==> src/common/ising_config.svh <==
// ====================
// Array size of the spin solver
// Write address map
// Widths of weights, row sums, energy and sweep count
// ====================
`ifndef ISING_CONFIG_SVH
`define ISING_CONFIG_SVH

// Number of spins
`define ISING_N 4
// One weight per spin pair
`define ISING_NUM_PAIRS (`ISING_N * (`ISING_N - 1) / 2)

// Control word and first weight, byte addresses
`define ISING_CTRL_ADDR 32'h0
`define ISING_WEIGHT_ADDR_BASE 32'h100

// Field widths
`define ISING_WEIGHT_W 3
`define ISING_FIELD_W 6
`define ISING_ENERGY_W 8
`define ISING_SWEEP_W 8

`endif

==> src/common/ising_pkg.sv <==
// ====================
// Spin, weight, field, energy and sweep types
// Write word union with weight and control views
// Result struct
// Triangular pair index function
// ====================
`include "ising_config.svh"

package ising_pkg;

    // Bit set means +1, clear means -1
    typedef logic [`ISING_N-1:0] spin_vec_t;
    // Coupling, -4 to +3
    typedef logic signed [`ISING_WEIGHT_W-1:0] weight_t;
    typedef logic signed [`ISING_FIELD_W-1:0] field_t;
    typedef logic signed [`ISING_ENERGY_W-1:0] energy_t;
    typedef logic [`ISING_SWEEP_W-1:0] sweep_t;

    // Pair order (0,1) (0,2) .. (0,N-1) (1,2) .. (N-2,N-1)
    typedef weight_t [`ISING_NUM_PAIRS-1:0] weight_arr_t;

    // wdata seen as a weight write
    typedef struct packed {
        logic [31-`ISING_WEIGHT_W:0] rsvd;
        weight_t                     weight;
    } weight_view_t;

    // wdata seen as the control word
    typedef struct packed {
        logic [15:0] rsvd_hi;
        sweep_t      sweeps;
        spin_vec_t   init_spins;
        logic [2:0]  rsvd_lo;
        logic        start;
    } ctrl_view_t;

    typedef union packed {
        weight_view_t wgt;
        ctrl_view_t   ctrl;
    } cfg_word_u;

    // Handed out over req/ack
    typedef struct packed {
        spin_vec_t spins;
        energy_t   energy;
        sweep_t    sweeps;
    } result_t;

    // Index of weight (i,j), i<j
    function automatic int pair_idx(input int n, input int i, input int j);
        return n * i - i * (i + 1) / 2 + j - i - 1;
    endfunction

endpackage

==> src/core/coupled_cell.sv <==
// ====================
// Off-diagonal cell
// Adds +/- weight to the passing row sum
// ====================
`timescale 1ns/100ps

module coupled_cell (
    input  logic               clk,
    input  logic               rst_n,
    input  ising_pkg::field_t  sum_in,
    input  logic               spin_in,
    input  ising_pkg::weight_t weight,
    output ising_pkg::field_t  sum_out
);
    import ising_pkg::*;

    field_t w_ext;

    // Coupling widened to row sum width
    assign w_ext = field_t'(weight);

    // One register per cell, stands in for the wire delay
    always_ff @(posedge clk) begin
        if (!rst_n) begin
            sum_out <= '0;
        end else if (spin_in) begin
            // Spin +1
            sum_out <= sum_in + w_ext;
        end else begin
            // Spin -1
            sum_out <= sum_in - w_ext;
        end
    end

endmodule

==> src/core/spin_cell.sv <==
// ====================
// Diagonal cell
// Spin state, sign rule update
// Row sum restart
// ====================
`timescale 1ns/100ps

module spin_cell (
    input  logic              clk,
    input  logic              rst_n,
    input  logic              load,
    input  logic              load_spin,
    input  logic              update,
    input  ising_pkg::field_t sum_in,
    output logic              spin,
    output ising_pkg::field_t sum_out
);
    logic restart;

    always_ff @(posedge clk) begin
        if (!rst_n) begin
            spin    <= 1'b0;
            restart <= 1'b0;
        end else begin
            // New pass follows a load or an update
            restart <= load || update;
            if (load) begin
                spin <= load_spin;
            end else if (update) begin
                // Zero field keeps the spin
                if (sum_in > 0) begin
                    spin <= 1'b1;
                end else if (sum_in < 0) begin
                    spin <= 1'b0;
                end
            end
        end
    end

    // Ring closes here, zero injected at pass start
    assign sum_out = restart ? '0 : sum_in;

endmodule

==> src/core/core_matrix.sv <==
// ====================
// NxN grid of spin and coupled cells
// Phase and sweep counters
// Done pulse and busy flag
// ====================
`timescale 1ns/100ps

`include "ising_config.svh"

module core_matrix #(
    parameter int N = `ISING_N
) (
    input  logic                            clk,
    input  logic                            rst_n,
    input  logic                            start,
    input  ising_pkg::spin_vec_t            init_spins,
    input  ising_pkg::sweep_t               sweeps,
    input  ising_pkg::weight_t [N*(N-1)/2-1:0] weights,
    output logic                            done,
    output logic                            core_busy,
    output ising_pkg::spin_vec_t            spins,
    output ising_pkg::sweep_t               sweeps_used
);
    import ising_pkg::*;

    localparam int PH_W = $clog2(N);

    logic [PH_W-1:0] phase;
    sweep_t          sweeps_left;
    logic            running;
    logic            zero_done;
    logic            update;
    // row_sum[r][p] leaves position p of row r, position 0 is the spin cell
    field_t          row_sum [N][N];

    // Last phase of a sweep, every spin cell updates
    assign update    = running && (phase == PH_W'(N - 1));
    assign done      = (update && sweeps_left == sweep_t'(1)) || zero_done;
    assign core_busy = running || zero_done;

    always_ff @(posedge clk) begin
        if (!rst_n) begin
            running     <= 1'b0;
            zero_done   <= 1'b0;
            phase       <= '0;
            sweeps_left <= '0;
        end else begin
            // Zero sweeps, finish straight away
            zero_done <= start && (sweeps == '0);
            if (start) begin
                running     <= (sweeps != '0);
                phase       <= '0;
                sweeps_left <= sweeps;
            end else if (update) begin
                phase       <= '0;
                sweeps_left <= sweeps_left - 1'b1;
                if (sweeps_left == sweep_t'(1)) begin
                    running <= 1'b0;
                end
            end else if (running) begin
                phase <= phase + 1'b1;
            end
        end
    end

    always_ff @(posedge clk) begin
        if (start) begin
            sweeps_used <= sweeps;
        end
    end

    genvar i, j;
    generate
        // Diagonal, one per spin
        for (i = 0; i < N; i++) begin : g_diag
            spin_cell i_spin (
                .clk       (clk),
                .rst_n     (rst_n),
                .load      (start),
                .load_spin (init_spins[i]),
                .update    (update),
                .sum_in    (row_sum[i][N-1]),
                .spin      (spins[i]),
                .sum_out   (row_sum[i][0])
            );
        end

        // Position p of row r couples to spin (r+p) mod N
        for (i = 0; i < N; i++) begin : g_row
            for (j = i + 1; j < N; j++) begin : g_pair
                localparam int K = pair_idx(N, i, j);

                // Right half, row i sees spin j
                coupled_cell i_right (
                    .clk     (clk),
                    .rst_n   (rst_n),
                    .sum_in  (row_sum[i][j-i-1]),
                    .spin_in (spins[j]),
                    .weight  (weights[K]),
                    .sum_out (row_sum[i][j-i])
                );

                // Left half, row j sees spin i
                coupled_cell i_left (
                    .clk     (clk),
                    .rst_n   (rst_n),
                    .sum_in  (row_sum[j][N-(j-i)-1]),
                    .spin_in (spins[i]),
                    .weight  (weights[K]),
                    .sum_out (row_sum[j][N-(j-i)])
                );
            end
        end
    endgenerate

endmodule

==> src/design/weight_regs.sv <==
// ====================
// Write strobe decode
// Triangular weight store
// Control word latch and start pulse
// ====================
`timescale 1ns/100ps

`include "ising_config.svh"

module weight_regs (
    input  logic                   clk,
    input  logic                   rst_n,
    input  logic                   wready,
    input  logic [31:0]            wr_addr,
    input  logic [31:0]            wdata,
    input  logic                   core_busy,
    input  logic                   rd_busy,
    output logic                   start,
    output ising_pkg::spin_vec_t   init_spins,
    output ising_pkg::sweep_t      sweeps,
    output ising_pkg::weight_arr_t weights
);
    import ising_pkg::*;

    localparam int NP = `ISING_NUM_PAIRS;

    cfg_word_u     cfg;
    logic          wr_ok;
    logic [NP-1:0] wgt_hit;
    logic          ctrl_hit;

    assign cfg = wdata;

    // Locked while a run, a pending result or the start pulse is in flight
    assign wr_ok = wready && !core_busy && !rd_busy && !start;

    // One address compare per pair
    genvar i, j;
    generate
        for (i = 0; i < `ISING_N; i++) begin : g_row
            for (j = i + 1; j < `ISING_N; j++) begin : g_pair
                localparam int K = pair_idx(`ISING_N, i, j);
                assign wgt_hit[K] = (wr_addr == `ISING_WEIGHT_ADDR_BASE + 32'(4 * K));
            end
        end
    endgenerate

    // Control write only counts with start set
    assign ctrl_hit = wr_ok && (wr_addr == `ISING_CTRL_ADDR) && cfg.ctrl.start;

    always_ff @(posedge clk) begin
        if (!rst_n) begin
            start   <= 1'b0;
            weights <= '0;
        end else begin
            start <= ctrl_hit;
            for (int k = 0; k < NP; k++) begin
                if (wr_ok && wgt_hit[k]) begin
                    weights[k] <= cfg.wgt.weight;
                end
            end
        end
    end

    // Run parameters, taken with the start write
    always_ff @(posedge clk) begin
        if (ctrl_hit) begin
            init_spins <= cfg.ctrl.init_spins;
            sweeps     <= cfg.ctrl.sweeps;
        end
    end

endmodule

==> src/design/readout.sv <==
// ====================
// Energy of the final spins, one pair per cycle
// Result register
// Four-phase req/ack FSM
// ====================
`timescale 1ns/100ps

`include "ising_config.svh"

module readout (
    input  logic                   clk,
    input  logic                   rst_n,
    input  logic                   done,
    input  ising_pkg::spin_vec_t   spins,
    input  ising_pkg::sweep_t      sweeps_used,
    input  ising_pkg::weight_arr_t weights,
    input  logic                   res_ack,
    output logic                   res_req,
    output ising_pkg::result_t     res,
    output logic                   rd_busy
);
    import ising_pkg::*;

    localparam int NP    = `ISING_NUM_PAIRS;
    localparam int IDX_W = $clog2(`ISING_N);
    localparam int K_W   = $clog2(NP);

    typedef enum logic [1:0] {
        ST_IDLE,
        ST_CALC,
        ST_REQ,
        ST_ACK_LOW
    } state_t;

    state_t           state;
    logic [IDX_W-1:0] pi;
    logic [IDX_W-1:0] pj;
    logic [K_W-1:0]   k;
    energy_t          acc;
    energy_t          acc_next;
    weight_t          w_cur;
    logic             last_pair;

    // Pairs walked in weight order, so k is the weight index
    assign w_cur     = weights[k];
    assign last_pair = (k == K_W'(NP - 1));

    // Aligned pair lowers the energy by J, opposed pair raises it
    assign acc_next = (spins[pi] == spins[pj]) ? acc - energy_t'(w_cur)
                                               : acc + energy_t'(w_cur);

    assign res_req = (state == ST_REQ);
    // Blocks new runs until ack has dropped
    assign rd_busy = (state != ST_IDLE);

    always_ff @(posedge clk) begin
        if (!rst_n) begin
            state <= ST_IDLE;
            pi    <= '0;
            pj    <= '0;
            k     <= '0;
        end else begin
            case (state)
                ST_IDLE: begin
                    if (done) begin
                        state <= ST_CALC;
                        pi    <= '0;
                        pj    <= IDX_W'(1);
                        k     <= '0;
                    end
                end
                ST_CALC: begin
                    k <= k + 1'b1;
                    // End of a row, next row starts right of the diagonal
                    if (pj == IDX_W'(`ISING_N - 1)) begin
                        pi <= pi + 1'b1;
                        pj <= pi + IDX_W'(2);
                    end else begin
                        pj <= pj + 1'b1;
                    end
                    if (last_pair) begin
                        state <= ST_REQ;
                    end
                end
                // Hold req and result until ack
                ST_REQ: begin
                    if (res_ack) begin
                        state <= ST_ACK_LOW;
                    end
                end
                ST_ACK_LOW: begin
                    if (!res_ack) begin
                        state <= ST_IDLE;
                    end
                end
                default: state <= ST_IDLE;
            endcase
        end
    end

    // Accumulator and result payload
    always_ff @(posedge clk) begin
        if (state == ST_IDLE && done) begin
            acc <= '0;
        end else if (state == ST_CALC) begin
            acc <= acc_next;
            if (last_pair) begin
                res.spins  <= spins;
                res.energy <= acc_next;
                res.sweeps <= sweeps_used;
            end
        end
    end

endmodule

==> src/design/ising_top.sv <==
// ====================
// Spin solver top
// Write decode, core array, readout
// ====================
`timescale 1ns/100ps

module ising_top (
    input  logic                 clk,
    input  logic                 rst_n,
    input  logic                 wready,
    input  logic [31:0]          wr_addr,
    input  logic [31:0]          wdata,
    input  logic                 res_ack,
    output logic                 res_req,
    output ising_pkg::result_t   res,
    output ising_pkg::spin_vec_t spins
);
    import ising_pkg::*;

    logic        start;
    logic        done;
    logic        core_busy;
    logic        rd_busy;
    spin_vec_t   init_spins;
    sweep_t      sweeps;
    sweep_t      sweeps_used;
    weight_arr_t weights;

    // Write side, weights and control word
    weight_regs i_weight_regs (
        .clk        (clk),
        .rst_n      (rst_n),
        .wready     (wready),
        .wr_addr    (wr_addr),
        .wdata      (wdata),
        .core_busy  (core_busy),
        .rd_busy    (rd_busy),
        .start      (start),
        .init_spins (init_spins),
        .sweeps     (sweeps),
        .weights    (weights)
    );

    core_matrix i_core_matrix (
        .clk         (clk),
        .rst_n       (rst_n),
        .start       (start),
        .init_spins  (init_spins),
        .sweeps      (sweeps),
        .weights     (weights),
        .done        (done),
        .core_busy   (core_busy),
        .spins       (spins),
        .sweeps_used (sweeps_used)
    );

    // Energy and handshake out
    readout i_readout (
        .clk         (clk),
        .rst_n       (rst_n),
        .done        (done),
        .spins       (spins),
        .sweeps_used (sweeps_used),
        .weights     (weights),
        .res_ack     (res_ack),
        .res_req     (res_req),
        .res         (res),
        .rd_busy     (rd_busy)
    );

endmodule

==> config.mk <==
export PLATFORM = sky130hd
export DESIGN_NAME = ising_top
export DESIGN_NICKNAME = d
export VERILOG_FILES = /design/src/common/ising_pkg.sv /design/src/core/coupled_cell.sv /design/src/core/spin_cell.sv /design/src/core/core_matrix.sv /design/src/design/weight_regs.sv /design/src/design/readout.sv /design/src/design/ising_top.sv
export VERILOG_INCLUDE_DIRS = /design/src /design/src/common
export SDC_FILE = /design/constraint.sdc
export NUM_CORES = 1
export LEC_CHECK = 0
export ABC_CLOCK_PERIOD_IN_PS = 6800
export BUFFER_PORTS_ARGS = -buffer_cell sky130_fd_sc_hd__buf_2
export CORE_MARGIN = 1.5
export CORE_UTILIZATION = 51
export CTS_CLUSTER_SIZE = 8
export DETAILED_ROUTE_END_ITERATION = 6
export PLACE_DENSITY = 0.7
export SLEW_MARGIN = 40
export SYNTH_ARGS = -nofsm -noshare
export SYNTH_HDL_FRONTEND = slang
export SYNTH_HIERARCHICAL = 1
export SYNTH_SLANG_ARGS = --single-unit
==> constraint.sdc <==
create_clock -name clk -period 6.8 [get_ports clk]
set_clock_uncertainty 0.2 [all_clocks]
set_input_delay 0 -clock clk [delete_from_list [all_inputs] [get_ports clk]]
set_output_delay 0 -clock clk [all_outputs]
set_load 0.02 [all_outputs]
# After elaboration in Yosys (flattened, before gate mapping)
# Index checks and enable logic that the tools add are counted.
[classes]
muxes = 56
magnitude_cmp = 11
n_reduce_logical = 43
n_bitwise = 2
eq_ne = 19
add_sub_neg = 32
[ops]
columns = ["operator", "n"]
rows = [
  ["32-bit by 9-bit == test with 1-bit output, second input constant", 6],
  ["6-bit 2-to-1 mux", 16],
  ["6-bit by 3-bit adder with 6-bit output", 12],
  ["6-bit by 3-bit subtractor with 6-bit output", 12],
  ["32-bit logical NOT", 1],
  ["6-bit by 1-bit > comparator with 1-bit output, second input constant", 4],
  ["6-bit by 1-bit < comparator with 1-bit output, second input constant", 4],
  ["8-bit 2-to-1 mux", 3],
  ["1-bit 2-to-1 mux", 21],
  ["1-bit logical AND", 15],
  ["2-bit 2-to-1 mux", 7],
  ["2-bit AND reduction", 6],
  ["3-bit nonzero test", 4],
  ["3-bit binary-select mux with 3-bit select", 1],
  ["8-bit by 3-bit adder with 8-bit output", 1],
  ["2-bit == test, second input constant", 4],
  ["8-bit by 1-bit == test with 1-bit output, second input constant", 1],
  ["8-bit logical NOT", 1],
  ["2-bit one-hot mux with 2 select lines", 2],
  ["2-bit one-hot mux with 4 select lines", 1],
  ["2-bit nonzero test", 4],
  ["8-bit nonzero test", 1],
  ["8-bit by 1-bit subtractor with 8-bit output, second input constant", 1],
  ["8-bit by 3-bit subtractor with 8-bit output", 1],
  ["20 further kinds", 34],
]
[totals]
register_bits = 165
inputBits = 68
out_inout_bits = 25

# Logic depth before layout (Yosys ltp)
# Gate-level depths: netlist (run 1).
[depth]
ltp_word = 7
mapped_depth = 17
ltp_nobuf = 16

# By module
# The synthesis (run 1) kept the hierarchy.
[by_module_without_submodules]
columns = ["mod", "seq_area_each_um2", "cells_each", "n_inst", "area_per_inst_um2"]
rows = [
  ["coupled_cell", 120.1, 49, 12, 441.7],
  ["readout", 940.9, 193, 1, 2040.7],
  ["weight_regs", 740.7, 99, 1, 1361.3],
  ["core_matrix", 480.5, 85, 1, 914.6],
  ["spin_cell", 40.0, 15, 4, 133.9],
]

# Least setup slack after synthesis (run 1)
# Ideal clock, no wire load.
[synth_path]
kind = "register -> register"
from = "register i_readout.k[0]"
to = "register i_readout.acc[7]"
path_buffers = 1
arrival_ps = 3158
t_required_ps = 6530
slack_ps = 3372
path_stages_with_launch = 15
setup_ps = 70
path_cell_list = "dfxtp_1 -> buf_4 -> mux4_2 -> nand2_1 -> o21ai_0 -> inv_1 -> ha_1 -> o21ai_0 -> ha_1 -> nor2b_1 -> o31a_1 -> o21ai_0 -> xor2_1 -> or3_1 -> a21oi_1"
[synth_via]
elab_chain_len = 4
word_cells_on_any_way = 5
cone_classes = "add/sub: 2; mux: 3"
[synth_rtl]
columns = ["item", "line_no", "text"]
rows = [
  ["start: declaration", "readout.sv:38", "logic [K_W-1:0] k;"],
  ["start signal: assignment", "readout.sv:73", "k <= k + 1'b1;"],
  ["3-bit binary-select mux with 3-bit select *", "readout.sv:45", "assign w_cur = weights[k];"],
  ["3-bit 2-to-1 mux (not written as such) *", "readout.sv:45", ""],
  ["8-bit by 3-bit adder with 8-bit output or 8-bit by 3-bit subtractor with 8-bit output (tied branches)", "readout.sv:50, readout.sv:49", ""],
  ["8-bit 2-to-1 mux *", "readout.sv:49", "assign acc_next = (spins[pi] == spins[pj]) ? acc - energy_t'(w_cur)"],
  ["end signal: assignment", "readout.sv:106", "acc <= acc_next;"],
  ["end: declaration", "readout.sv:39", "energy_t acc;"],
]
# Every way passes the cells marked *; elsewhere a longest branch is shown, timed or not. The select of a mux whose other input is x is not followed.
# A chain may end at the register's enable or synchronous reset.

# Final worst setup path (run 1)
# Same ends and word-level chain as after synthesis.

==> impl_results.rst, run 1 <==
.. list-table::
   :header-rows: 1

   * - Metric
     - Value
   * - Run status
     - finished, final reports clean
   * - FILL cells
     - between 1500 and 2000
   * - Warnings, synthesis
     - 6
   * - CP max FO
     - 10
   * - Worst slack on hold paths
     - 14.5 ps
   * - Clock root buffer master
     - sky130_fd_sc_hd__clkbuf_16
   * - Clock input transition at the sequential cells of the worst setup and hold paths
     - about 70 ps
   * - Overall overflow remaining after global route
     - 0
   * - Post-synth top cells
     - 132 x sky130_fd_sc_hd__inv_1, 128 x sky130_fd_sc_hd__dfxtp_1, 105 x sky130_fd_sc_hd__ha_1, 60 x sky130_fd_sc_hd__nand2_1, 59 x sky130_fd_sc_hd__o21ai_0
   * - Clock network power share
     - 47.3%
   * - Achievable frequency
     - 0.254 GHz
   * - Design Power
     - 2.04 mW
   * - Antenna viol nets, final
     - 0
   * - Final clock period utilization by the worst path
     - 57.9%
   * - Startpoint type of the worst setup path
     - register
   * - Post-detailed-placement half-perimeter wirelength
     - 15400 µm
   * - Via count
     - 7427
   * - DP Cell Count
     - 1366
   * - Met3 GRT Util
     - 4.21%
   * - Sw Ratio
     - 24.4%
   * - Final Util
     - 61.1%
   * - Area added between synthesis and finish
     - 17.2%
   * - CTS tree
     - built
   * - Leading cell types by total area after synthesis
     - sky130_fd_sc_hd__dfxtp_1 25%, sky130_fd_sc_hd__ha_1 13%, sky130_fd_sc_hd__edfxtp_1 12%
   * - Height of the die
     - 144 µm
   * - Detailed-router iteration count before antenna repair
     - 4
   * - Worst hold path class
     - primary input to register
   * - Number of standard cells after synthesis
     - 1025
   * - WP data required
     - 6960 ps
   * - Switching Power
     - 0.496 mW
   * - Headroom to the max-slew limit
     - between 50% and 60%
   * - Cell area after synthesis
     - between 10000 and 15000 µm²
   * - Number of global-route vias before repair
     - around 7200
   * - Total of endpoints with negative setup slack in the final report
     - 0
   * - Number of distinct library cell variants in the gate-level netlist after synthesis
     - 61
   * - Type of the worst setup path
     - register to register
   * - Pin count of the biggest net entering global routing
     - 57
   * - Initial cell density of the core
     - about 52%
   * - Max H-tree Level
     - 4
   * - Routed wire length
     - 21500 µm
   * - Number of DRC markers in iteration 0
     - about 440
   * - Most area-hungry cell type in the Yosys netlist
     - sky130_fd_sc_hd__dfxtp_1
   * - Routability congestion estimate from global placement
     - 0.834
   * - Number of standard-cell rows in the floorplan
     - 51
   * - Detail-routed net length per standard cell
     - 15.0 µm
   * - DR vias/cell
     - 5.18
   * - Most crowded layer after global routing
     - met2
   * - Cell internal pwr
     - 1.54 mW
   * - All-Layer GR Usage
     - a little over a fifth
   * - TritonCTS buffer count
     - 17
   * - Core area
     - 19500 µm²
   * - Worst setup timing slack at the placement stage
     - 2850 ps
   * - Number of maximum-capacitance violations
     - 0
   * - Proportion of register bits with asynchronous set or reset after synthesis
     - 0%
   * - Final critical-path required period
     - 3940 ps
   * - Global routing met2 resource utilization
     - 36.5%
   * - Leakage power of the design
     - roughly 5.2 nW
   * - Part of the Yosys area used for sequential elements
     - 37.1%
   * - Post-synthesis average cell area
     - 9.90 µm²
   * - Number of nets in the finished design
     - 1343
   * - Worst vdd rail ir drop
     - between 150 and 200 µV
   * - Post-route design area
     - ~12000 µm²
   * - Synthesized Nets
     - 1211
   * - GRT met1 Usage
     - 27.8%
   * - PwrDens
     - 171 nW/µm²
   * - Post-Layout Cell Count
     - 1435
   * - TritonCTS sink count
     - 168
   * - Post-Place Cell Area
     - 10900 µm²
   * - RSZ-0062 raised after global routing
     - false
   * - Layout cell share with drive strength beyond 1
     - 16.2%
   * - DRC violations left
     - 0
   * - Number of flops mapped to enable cells by yosys
     - 40
   * - Number of antenna repair diodes
     - 0
   * - Setup WS post-layout
     - 2860 ps
   * - Logic pwr share
     - 2.8%
   * - Most common cell in the netlist
     - sky130_fd_sc_hd__inv_1
   * - Width of the chip
     - 144 µm
   * - Setup Fix Bufs, Post-CTS
     - 0
   * - Flops & latches, synth
     - approximately 170
   * - Longest Clk Path Bufs
     - 2
   * - I/O pin cnt
     - 93
   * - Share of Yosys cell area claimed by the top area cell type
     - 25.2%
   * - Port Buffers
     - 75
   * - Actual transition at the worst max-transition pin
     - 733 ps
   * - Setup TNS Final
     - 0 ps
   * - Insertion delay of the later-clocked pin in the worst-skew pair
     - 440 ps
   * - Global-route wire length before repair
     - 34900 µm
   * - Most frequently used flop master after synthesis
     - sky130_fd_sc_hd__dfxtp_1
   * - Die Footprint
     - 20800 µm²
   * - Kind of end point of the critical path
     - register
   * - Max-slew violation count
     - 0
   * - Antenna violations before repair
     - 0
   * - Worst endpoint data arrival time
     - 4100 ps
   * - Hold Fails Final Rpt
     - 0
   * - Part of the power in registers
     - between 40% and 50%
-- worst paths after layout --
kind | start | endpoint | slack (ps) | cells after the start
worst max-delay path | i_readout/k[0] | i_readout/acc[7] | 2860 | 13
worst min-delay path | wr_addr[2] | i_weight_regs/weights[16] | 10 | 4
worst max register to register | i_readout/k[0] | i_readout/acc[7] | 2860 | 13
worst min register to register | i_core_matrix/sweeps_used[1] | i_readout/res[1] | 220 | 0
-- cell families after synthesis --
kind of cell,Yosys count,synth area share [%]
xor gates and xnor gates,57,4.99
DFF,168,37.1
muxes,58,6.53
buffers and inverters,140,5.23
and+or+nand+nor,273,16.5
adders and majority gates,118,15.5
AOI/OAI and AO/OA,211,14.2
-- critical path: stages, from the launching register on --
cell                      delay (ps)
sky130_fd_sc_hd__dfxtp_1         620
sky130_fd_sc_hd__mux4_2          560
sky130_fd_sc_hd__nand2_1          70
sky130_fd_sc_hd__o21ai_0         180
sky130_fd_sc_hd__inv_1           110
sky130_fd_sc_hd__ha_1            220
sky130_fd_sc_hd__o21ai_0         360
sky130_fd_sc_hd__ha_1            310
sky130_fd_sc_hd__nor2b_1         140
sky130_fd_sc_hd__o31a_1          270
sky130_fd_sc_hd__o21ai_0         220
sky130_fd_sc_hd__xor2_1          140
sky130_fd_sc_hd__or3_1           320
sky130_fd_sc_hd__a21oi_1         130
-- layout by cell type, fill, tap and decap left out, types with 13 or more instances in the layout --
cell type and count:
sky130_fd_sc_hd__dlygate4sd3_1 37, sky130_fd_sc_hd__xor2_1 15, sky130_fd_sc_hd__o21ai_0 59, sky130_fd_sc_hd__inv_1 132, sky130_fd_sc_hd__clkbuf_16 17, sky130_fd_sc_hd__mux2i_1 40, sky130_fd_sc_hd__dfxtp_1 128, sky130_fd_sc_hd__ha_1 105
sky130_fd_sc_hd__nor2_1 45, sky130_fd_sc_hd__edfxtp_1 40, sky130_fd_sc_hd__a211oi_1 25, sky130_fd_sc_hd__o21bai_1 13, sky130_fd_sc_hd__a21o_1 25, sky130_fd_sc_hd__fa_1 13, sky130_fd_sc_hd__nor2b_1 44, sky130_fd_sc_hd__nand2_1 60
sky130_fd_sc_hd__buf_2 74, sky130_fd_sc_hd__xnor2_1 41, sky130_fd_sc_hd__and2_1 52, sky130_fd_sc_hd__a21oi_1 30
-- per-layer routing --
| layer | part of all wire [%] | up-vias | routed length, µm |
|---|---|---|---|
| met1 | 47 | 3474 | 10100 |
| li1 | - | 3799 | - |
| met3 | 3.2 | 32 | 685 |
| met2 | 47 | 122 | 10200 |
| met4 | 2.4 | 0 | 508 |
| met5 | 0 | - | 0 |
-- power groups by stage --
stage                     registers (mW)  clock network, mW  logic, mW
after floorplan                     1.04                  0     0.0134
after global placement              1.04                  0     0.0419
after detailed placement            1.04                  0     0.0439
after CTS                           1.02              0.987     0.0557
after global routing                1.02               1.02     0.0609
final                               1.02              0.965     0.0564
-- timing repair --
| action | 4_1_cts | 5_1_grt |
|---|---|---|
| hold buffers | 37 | 0 |
| hold endpoints to repair | 64 | 0 |
| gates resized for setup | 0 | 0 |
| endpoints found under the setup margin | 0 | 0 |
-- registers in the layout, summed over array words and instances, names as in the netlist, 3 cells and up --
| name | cells |
|---|---|
| i_readout/acc | 8 |
| i_readout/res | 20 |
| i_weight_regs/weights | 18 |
| i_core_matrix/sweeps_used | 8 |
| i_core_matrix/g_row.g_pair.i_left/sum_out | 36 |
| i_weight_regs/sweeps | 8 |
| i_core_matrix/g_diag.i_spin/restart | 4 |
| i_core_matrix/g_diag.i_spin/spin | 4 |
| i_core_matrix/sweeps_left | 8 |
| i_readout/k | 3 |
| i_core_matrix/g_row.g_pair.i_right/sum_out | 36 |
| i_weight_regs/init_spins | 4 |
-- cell type report --
| cell class | instances | area, µm² | area share [%] |
|---|---|---|---|
| flip-flops and latches | 168 | 3760 | 31.6 |
| clock inverters | 15 | 183 | 1.54 |
| multi-input cells | 717 | 5870 | 49.3 |
| inverters | 132 | 495 | 4.16 |
| clock buffers | 17 | 425 | 3.58 |
| well taps | 265 | 332 | 2.79 |
| repair buffers | 121 | 828 | 6.96 |
Power figures use the tool's default switching activity.
==> run 2, diff against run 1 <==
--- a/config.mk
+++ b/config.mk
@@ -6,7 +6,7 @@
 export SDC_FILE = /design/constraint.sdc
 export NUM_CORES = 1
 export LEC_CHECK = 0
-export ABC_CLOCK_PERIOD_IN_PS = 6800
+export ABC_CLOCK_PERIOD_IN_PS = 3700
 export BUFFER_PORTS_ARGS = -buffer_cell sky130_fd_sc_hd__buf_2
 export CORE_MARGIN = 1.5
 export CORE_UTILIZATION = 51
==> constraint.sdc (replaced) <==
create_clock -name clk -period 3.7 [get_ports clk]
set_clock_uncertainty 0.2 [all_clocks]
set_input_delay 0 -clock clk [delete_from_list [all_inputs] [get_ports clk]]
set_output_delay 0 -clock clk [all_outputs]
set_load 0.02 [all_outputs]
==> run 2 against run 1 <==
  * Sequential share of layout area decreased by 0.24 points
  * Largest cell class unchanged
  * Worst hold slack improved by 20 ps
  * Setup slack got worse by 2700 ps
  * Die area unchanged
  * Largest power group unchanged
  * Flip-flop and latch count unchanged
  * Combinational power increased by 75%
==> impl_results.rst, run 2 (synthesis results as in run 1) <==
.. list-table::
   :header-rows: 1

   * - Metric
     - Value
   * - All-Layer GR Usage
     - 22.0% (+0.19 points)
   * - DRC violations left
     - 0 (unchanged)
   * - Post-Place Cell Area
     - 11000 µm² (+1.1%)
   * - Detailed-router iteration count before antenna repair
     - 5 (+1)
   * - Most crowded layer after global routing
     - met2
   * - Number of standard-cell rows in the floorplan
     - 51 (unchanged)
   * - Actual transition at the worst max-transition pin
     - 734 ps (+0.549 ps)
   * - Setup TNS Final
     - 0 ps (unchanged)
   * - CTS tree
     - built
   * - Insertion delay of the later-clocked pin in the worst-skew pair
     - 430 ps (about the same)
   * - Width of the chip
     - 144 µm (unchanged)
   * - Max-slew violation count
     - 0 (unchanged)
   * - Cell type with the highest occurrence count on the critical path
     - sky130_fd_sc_hd__dlygate4sd3_1
   * - Number of nets in the finished design
     - 1361 (+1.3%)
   * - Core area
     - 19500 µm² (unchanged)
   * - Startpoint type of the worst setup path
     - primary input
   * - Global-route wire length before repair
     - 35300 µm (+1.3%)
   * - Antenna viol nets, final
     - 0 (unchanged)
   * - WP data required
     - 3870 ps (-3090 ps)
   * - DR vias/cell
     - 5.16 (-0.21%)
   * - RSZ-0062 raised after global routing
     - false
   * - Most frequent cells in the layout
     - 132 x sky130_fd_sc_hd__inv_1, 126 x sky130_fd_sc_hd__dfxtp_1, 105 x sky130_fd_sc_hd__ha_1, 74 x sky130_fd_sc_hd__buf_2, 60 x sky130_fd_sc_hd__nand2_1
   * - Routability congestion estimate from global placement
     - 0.849 (+1.9%)
   * - Number of antenna repair diodes
     - 0 (unchanged)
   * - Setup Fix Bufs, Post-CTS
     - 0 (unchanged)
   * - Final critical-path required period
     - 3550 ps
   * - Port Buffers
     - 75 (unchanged)
   * - Kind of cell adding the most delay to the critical path
     - buffers and inverters
   * - Hold Fails Final Rpt
     - 0 (unchanged)
   * - Leakage power of the design
     - 5.33 nW (+1.7%)
   * - Launching element of the worst setup path
     - wr_addr[9]
   * - Hold Startpoint
     - wr_addr[18]
   * - Type of the worst setup path
     - primary input to register
   * - Maximum cell stage delay along the critical path
     - 740 ps (+120 ps)
   * - Achievable frequency
     - roughly 0.28 GHz
   * - Global routing met2 resource utilization
     - 37.7% (+1.1 points)
   * - Met3 GRT Util
     - 4.27% (+0.066 points)
   * - Most common cell after layout, fill and taps aside
     - sky130_fd_sc_hd__inv_1
   * - Max H-tree Level
     - 4 (unchanged)
   * - Total of endpoints with negative setup slack in the final report
     - 0 (unchanged)
   * - Number of maximum-capacitance violations
     - 0 (unchanged)
   * - Library cell contributing the largest single delay on the critical path
     - sky130_fd_sc_hd__dlygate4sd3_1
   * - Headroom to the max-slew limit
     - 51.1% (+0.33 points)
   * - Worst vdd rail ir drop
     - 283 µV (+73%)
   * - Kind of end point of the critical path
     - register
   * - Pin count of the biggest net entering global routing
     - 81 (+42%)
   * - GRT met1 Usage
     - 28.2% (+0.41 points)
   * - Final clock period utilization by the worst path
     - 95.9%
   * - List of cells traversed by the critical path
     - dlygate4sd3_1 > buf_2 > nor4_4 > dlygate4sd3_1 > nand4_4 > dlygate4sd3_1 > nor4_4 > mux2i_1 > dlygate4sd3_1
   * - Clock input transition at the sequential cells of the worst setup and hold paths
     - 70 ps (about the same)
   * - CP bufs+invs
     - 5 (+4)
   * - Worst hold path class
     - primary input to register
   * - Via count
     - 7504 (+1.0%)
   * - Registers with the most flip-flops
     - i_core_matrix/g_row.g_pair.i_left/sum_out x36, i_core_matrix/g_row.g_pair.i_right/sum_out x36, i_readout/res x20
   * - Layout cell share with drive strength beyond 1
     - 17.8% (+1.5 points)
   * - Run status
     - finished, final reports clean
   * - Routed wire length
     - 21900 µm (+1.5%)
   * - Initial cell density of the core
     - 52.2% (unchanged)
   * - Clock root buffer master
     - sky130_fd_sc_hd__clkbuf_16
   * - Antenna violations before repair
     - 0 (unchanged)
   * - Reg2Reg Launch Point
     - i_core_matrix/running
   * - Post-detailed-placement half-perimeter wirelength
     - 15700 µm (+2.2%)
   * - Longest Clk Path Bufs
     - 2 (unchanged)
   * - FILL cells
     - 1609 (+0.19%)
   * - Number of global-route vias before repair
     - 7169 (-0.61%)
   * - Die Footprint
     - 20800 µm² (unchanged)
   * - Worst endpoint data arrival time
     - 3720 ps (-380 ps)
   * - Area added between synthesis and finish
     - 18.2%
   * - Height of the die
     - 144 µm (unchanged)
   * - Overall overflow remaining after global route
     - 0 (unchanged)
   * - Number of DRC markers in iteration 0
     - 490 (+12%)
   * - Area of combinational cells with multiple inputs
     - 5880 µm² (about the same)
   * - PwrDens
     - 308 nW/µm² (+80%)
   * - Detail-routed net length per standard cell
     - 15.1 µm (+0.24%)
   * - TritonCTS buffer count
     - 17 (unchanged)
   * - Post-route design area
     - 12000 µm² (+0.88%)
   * - CP max FO
     - 6 (-4)
   * - Register area
     - 3770 µm² (+0.13%)
   * - I/O pin cnt
     - 93 (unchanged)
   * - TritonCTS sink count
     - 168 (unchanged)
[run 2: changes by cell type in the layout (fill, tap and decap cells not counted), sizes merged]
cell      previous run  this run
inv                138       139
clkinvlp             1         2
clkinv               8         6
buf                 84       102
[run 2: per-layer routing]
layer	wire length (µm)	part of all wire, %
met5	0	0
met4	301	1.4
met2	10500	48
met1	10200	47
met3	805	3.7
[run 2: worst paths after layout]
kind                               endpoint  slack, ps  cells past startpoint
setup / recovery   i_weight_regs/weights[4]        150                      9
setup reg to reg  i_weight_regs/weights[16]        190                      7
hold reg to reg            i_readout/res[4]        220                      0
hold / removal     i_weight_regs/weights[3]         30                      5
[run 2: per-stage QoR]
step / hold WS [ps] / power (mW) / cells / worst slack (ps) / utilization (%)
after floorplan: -101 / 1.94 / 1025 / 272 / -
after global placement: -22.1 / 1.99 / 1384 / 148 / 56.7
after detailed placement: -21.8 / 1.99 / 1384 / 69.8 / 56.7
after CTS: 25.7 / 3.73 / 1453 / 13.3 / 61.6
after global routing: 23.3 / 3.81 / 1453 / 10.7 / 61.7
final: 34.1 / 3.70 / 1453 / 152 / 61.7
[run 2: worst min-delay path, delay by kind of cell]
kind / cells / cell delay (ps)
AND/OR/NAND/NOR: 3 / 410
multiplexers: 1 / 120
buffers and inverters: 1 / 90
[run 2: timing repair]
action | 4_1_cts | 5_1_grt
gates resized for setup | 0 | 6
hold buffers | 37 | 0
endpoints found under the hold margin | 82 | 0
endpoints found under the setup margin | 0 | 5
[run 2: cell type report]
cell class / instances / share of cell area, %
Multi-Input combinational cell: 717 / 48.9
Sequential cell: 168 / 31.4
Inverter: 132 / 4.13
Timing Repair Buffer: 139 / 7.92
Tap cell: 265 / 2.76
Clock buffer: 17 / 3.54
Clock inverter: 15 / 1.30
[run 2: power by group]
| part | switching [mW] | internal [mW] | total (mW) |
|---|---|---|---|
| Clock | 0.829 | 0.900 | 1.73 |
| Combinational | 0.0500 | 0.0489 | 0.0989 |
| Sequential | 0.000000000161 | 1.87 | 1.87 |
| Total | 0.879 | 2.82 | 3.70 |
==> run 3, diff against run 2 <==
--- a/config.mk
+++ b/config.mk
@@ -12,9 +12,8 @@
 export CORE_UTILIZATION = 51
 export CTS_CLUSTER_SIZE = 8
 export DETAILED_ROUTE_END_ITERATION = 6
-export PLACE_DENSITY = 0.7
+export PLACE_DENSITY = 0.71
 export SLEW_MARGIN = 40
 export SYNTH_ARGS = -nofsm -noshare
 export SYNTH_HDL_FRONTEND = slang
-export SYNTH_HIERARCHICAL = 1
 export SYNTH_SLANG_ARGS = --single-unit
==> run 3 against run 2 <==
  * Utilization down 0.29 points
  * Combinational power grew to 5.8 times the previous value
  * Setup slack gained 110 ps
  * Final cell count down 12%
  * Via count shrank 11%
  * Sequential share of layout area rose by 3.4 points
  * Largest cell class unchanged
==> impl_results.rst, run 3 <==
.. list-table::
   :header-rows: 1

   * - Metric
     - Value
   * - Most frequent cells in the layout
     - 142 x sky130_fd_sc_hd__nor2_1, 124 x sky130_fd_sc_hd__dfxtp_1, 93 x sky130_fd_sc_hd__ha_1, 75 x sky130_fd_sc_hd__buf_2, 64 x sky130_fd_sc_hd__a21oi_1
   * - Registers with the most flip-flops
     - i_core_matrix.g_row.g_pair.i_left.sum_out x36, i_core_matrix.g_row.g_pair.i_right.sum_out x36, i_readout.res x20
   * - Actual transition at the worst max-transition pin
     - 784 ps (+50.6 ps)
   * - Setup WS post-layout
     - 263 ps (+111 ps)
   * - Port Buffers
     - 75 (unchanged)
   * - Most area-hungry cell type in the Yosys netlist
     - sky130_fd_sc_hd__dfxtp_1
   * - Most frequently used flop master after synthesis
     - sky130_fd_sc_hd__dfxtp_1
   * - Setup TNS Final
     - 0 ps (unchanged)
   * - Number of distinct library cell variants in the gate-level netlist after synthesis
     - 50 (-18%)
   * - Max Used Layer
     - met4
   * - Via count
     - 6659 (-11%)
   * - Number of flops mapped to enable cells by yosys
     - 40 (unchanged)
   * - Routed wire length
     - 19500 µm (-11%)
   * - Synthesized Nets
     - 1109 (-8.4%)
   * - CTS tree
     - built
   * - Clock root buffer master
     - sky130_fd_sc_hd__clkbuf_16
   * - TritonCTS buffer count
     - 17 (unchanged)
   * - Layout cell share with drive strength beyond 1
     - 15.5% (-2.2 points)
   * - Launching element of the worst setup path
     - i_readout.k[0]
   * - Max H-tree Level
     - 4 (unchanged)
   * - Overall overflow remaining after global route
     - 0 (unchanged)
   * - Most common cell in the netlist
     - sky130_fd_sc_hd__nor2_1
   * - Longest Clk Path Bufs
     - 2 (unchanged)
   * - Most common cell after layout, fill and taps aside
     - sky130_fd_sc_hd__nor2_1
   * - Warnings, synthesis
     - 0 (-6)
   * - DRC violations left
     - 0 (unchanged)
   * - RSZ-0062 raised after global routing
     - false
   * - Global-route wire length before repair
     - 30700 µm (-13%)
   * - Achievable frequency
     - 0.291 GHz (+3.2%)
   * - Run status
     - finished, final reports clean
   * - Number of DRC markers in iteration 0
     - 285 (-42%)
   * - Total of endpoints with negative setup slack in the final report
     - 0 (unchanged)
   * - Worst hold path class
     - primary input to register
   * - Share of Yosys cell area claimed by the top area cell type
     - 27.6% (+2.3 points)
   * - Antenna viol nets, final
     - 0 (unchanged)
   * - Area added between synthesis and finish
     - 17.4%
   * - Routed met3 length
     - 857 µm (+6.5%)
   * - Headroom to the max-slew limit
     - 47.6% (-3.4 points)
   * - Post-synthesis average cell area
     - 9.71 µm² (-2.0%)
   * - Proportion of register bits with asynchronous set or reset after synthesis
     - 0% (unchanged)
   * - All-Layer GR Usage
     - 21.7% (-0.28 points)
   * - Final critical-path required period
     - 3440 ps (-111 ps)
   * - Number of global-route vias before repair
     - 6328 (-12%)
   * - Number of maximum-capacitance violations
     - 0 (unchanged)
   * - Leakage power of the design
     - 4.80 nW (-9.9%)
   * - Flops & latches, synth
     - 165 (-1.8%)
   * - Reg2Reg Launch Point
     - i_readout.k[0]
   * - Startpoint type of the worst setup path
     - register
   * - Worst setup timing slack at the placement stage
     - 103 ps (+33.5 ps)
   * - Type of the worst setup path
     - register to register
   * - Insertion delay of the later-clocked pin in the worst-skew pair
     - 440 ps (about the same)
   * - Setup slack of the most critical reg-to-reg path
     - 260 ps (+70 ps)
   * - Final clock period utilization by the worst path
     - 92.9% (-3.0 points)
   * - Worst slack on hold paths
     - 41.4 ps (+7.29 ps)
   * - Cell area after synthesis
     - 9080 µm² (-11%)
   * - Reg-to-Reg End
     - i_readout.acc[6]
   * - Die Footprint
     - 18600 µm² (-10%)
   * - Worst endpoint data arrival time
     - 3580 ps (-140 ps)
   * - PwrDens
     - 411 nW/µm² (+33%)
   * - Number of standard cells after synthesis
     - 935 (-8.8%)
   * - Kind of end point of the critical path
     - register
   * - Max-slew violation count
     - 0 (unchanged)
   * - Worst Setup EP
     - i_readout.acc[6]
   * - I/O pin cnt
     - 93 (unchanged)
   * - Detailed-router iteration count before antenna repair
     - 4 (-1)
   * - Depth of the most critical reg-to-reg path
     - 14 (+7)
   * - Pin count of the biggest net entering global routing
     - 47 (-42%)
   * - Met1 Routed Length
     - 8950 µm (-13%)
   * - Antenna violations before repair
     - 0 (unchanged)
   * - WP data required
     - 3840 ps (-30 ps)
   * - Clock input transition at the sequential cells of the worst setup and hold paths
     - 80 ps (about the same)
   * - Final Util
     - 61.4% (-0.29 points)
   * - Part of the Yosys area used for sequential elements
     - 40.8% (+3.7 points)
   * - TritonCTS sink count
     - 165 (-1.8%)
   * - Initial cell density of the core
     - 52.3% (+0.14 points)
   * - Routed met2 length
     - 9260 µm (-12%)
   * - DR vias/cell
     - 5.19 (+0.58%)
   * - Number of antenna repair diodes
     - 0 (unchanged)
   * - Number of nets in the finished design
     - 1218 (-11%)
   * - Number of standard-cell rows in the floorplan
     - 48 (-5.9%)
   * - Post-synth top cells
     - 142 x sky130_fd_sc_hd__nor2_1, 125 x sky130_fd_sc_hd__dfxtp_1, 93 x sky130_fd_sc_hd__ha_1, 64 x sky130_fd_sc_hd__a21oi_1, 61 x sky130_fd_sc_hd__inv_1
   * - Height of the die
     - 136 µm (-5.3%)
   * - CP max FO
     - 10 (+4)
   * - Detail-routed net length per standard cell
     - 15.2 µm (+0.84%)
   * - Routability congestion estimate from global placement
     - 0.821 (-3.3%)
   * - Hold Fails Final Rpt
     - 0 (unchanged)
   * - Core area
     - 17400 µm² (-11%)
   * - Leading cell types by total area after synthesis
     - sky130_fd_sc_hd__dfxtp_1 28%, sky130_fd_sc_hd__edfxtp_1 13%, sky130_fd_sc_hd__ha_1 13%
   * - Worst vdd rail ir drop
     - 351 µV (+24%)
   * - Post-detailed-placement half-perimeter wirelength
     - 14300 µm (-9.1%)
   * - FILL cells
     - 1447 (-10%)
   * - Width of the chip
     - 136 µm (-5.3%)
## run 3: metrics by stage
stage	std cells	area [µm²]	total power, mW
detailed placement	1226	9780	2.56
CTS	1282	10600	4.39
floorplan	935	9080	2.42
global placement	1226	9780	2.54
global route	1282	10700	4.55
finish	1282	10700	4.38
## run 3: repair_timing
item,4_1_cts,5_1_grt
hold endpoints to repair,63,0
endpoints found under the setup margin,0,3
setup buffers,0,0
hold buffers,24,0
resized for setup,0,4
## run 3: area by class of cell
type | count | area (µm²) | share of cell area, %
Clock buffer | 17 | 425 | 3.99
Clock inverter | 15 | 200 | 1.88
Inverter | 62 | 234 | 2.20
Multi-Input combinational cell | 675 | 5010 | 47.1
Sequential cell | 165 | 3700 | 34.8
Tap cell | 225 | 282 | 2.64
Timing Repair Buffer | 123 | 796 | 7.47
## run 3: worst max-delay path, stage by stage, from the launching register on
cell                       delay (ps)
sky130_fd_sc_hd__dfxtp_2          370
sky130_fd_sc_hd__buf_4            180
sky130_fd_sc_hd__mux4_2           510
sky130_fd_sc_hd__a22oi_1          200
sky130_fd_sc_hd__buf_4            180
sky130_fd_sc_hd__ha_1             230
sky130_fd_sc_hd__inv_1             50
sky130_fd_sc_hd__o21ai_0           80
sky130_fd_sc_hd__ha_1             320
sky130_fd_sc_hd__a21o_1           170
sky130_fd_sc_hd__a21oi_1          220
sky130_fd_sc_hd__o21bai_1          90
sky130_fd_sc_hd__a21oi_1          180
sky130_fd_sc_hd__xnor2_1          110
sky130_fd_sc_hd__a31o_2           240
## run 3: kinds of logic (layout without fill, tap and decap cells)
family                   Yosys count  after routing  synth area share [%]
XOR/XNOR                          74             74                  7.30
flip-flops                       165            165                  40.8
AND/OR/NAND/NOR                  283            283                  14.9
buffers and inverters             95            217                  4.11
AO/OA/AOI/OAI                    153            153                  9.79
multiplexers                      59             59                  7.40
adder cells (fa/ha/maj)          106            106                  15.7
## run 3: worst min path at each step
stage / cells past startpoint / endpoint / slack, ps / from
floorplan: 0 / i_weight_regs.init_spins[0] / -100 / wdata[4]
global placement: 1 / i_weight_regs.sweeps[5] / -20 / wdata[13]
detailed placement: 1 / i_weight_regs.init_spins[3] / -20 / wdata[7]
CTS: 6 / i_weight_regs.weights[5] / 40 / wr_addr[1]
global route: 2 / i_weight_regs.init_spins[3] / 60 / wdata[7]
finish: 6 / i_weight_regs.weights[0] / 40 / wr_addr[1]
## run 3: where the power goes
part / internal, mW / switching [mW]
Combinational: 0.261 / 0.317
Sequential: 1.92 / 0.0464
Clock: 0.984 / 0.852
## run 3: layer usage
metal	GRT usage (%)	vias to the layer above
li1	-	3402
met1	26.9	3080
met2	37.2	149
met3	4.66	28
met4	7.68	0
met5	0	-
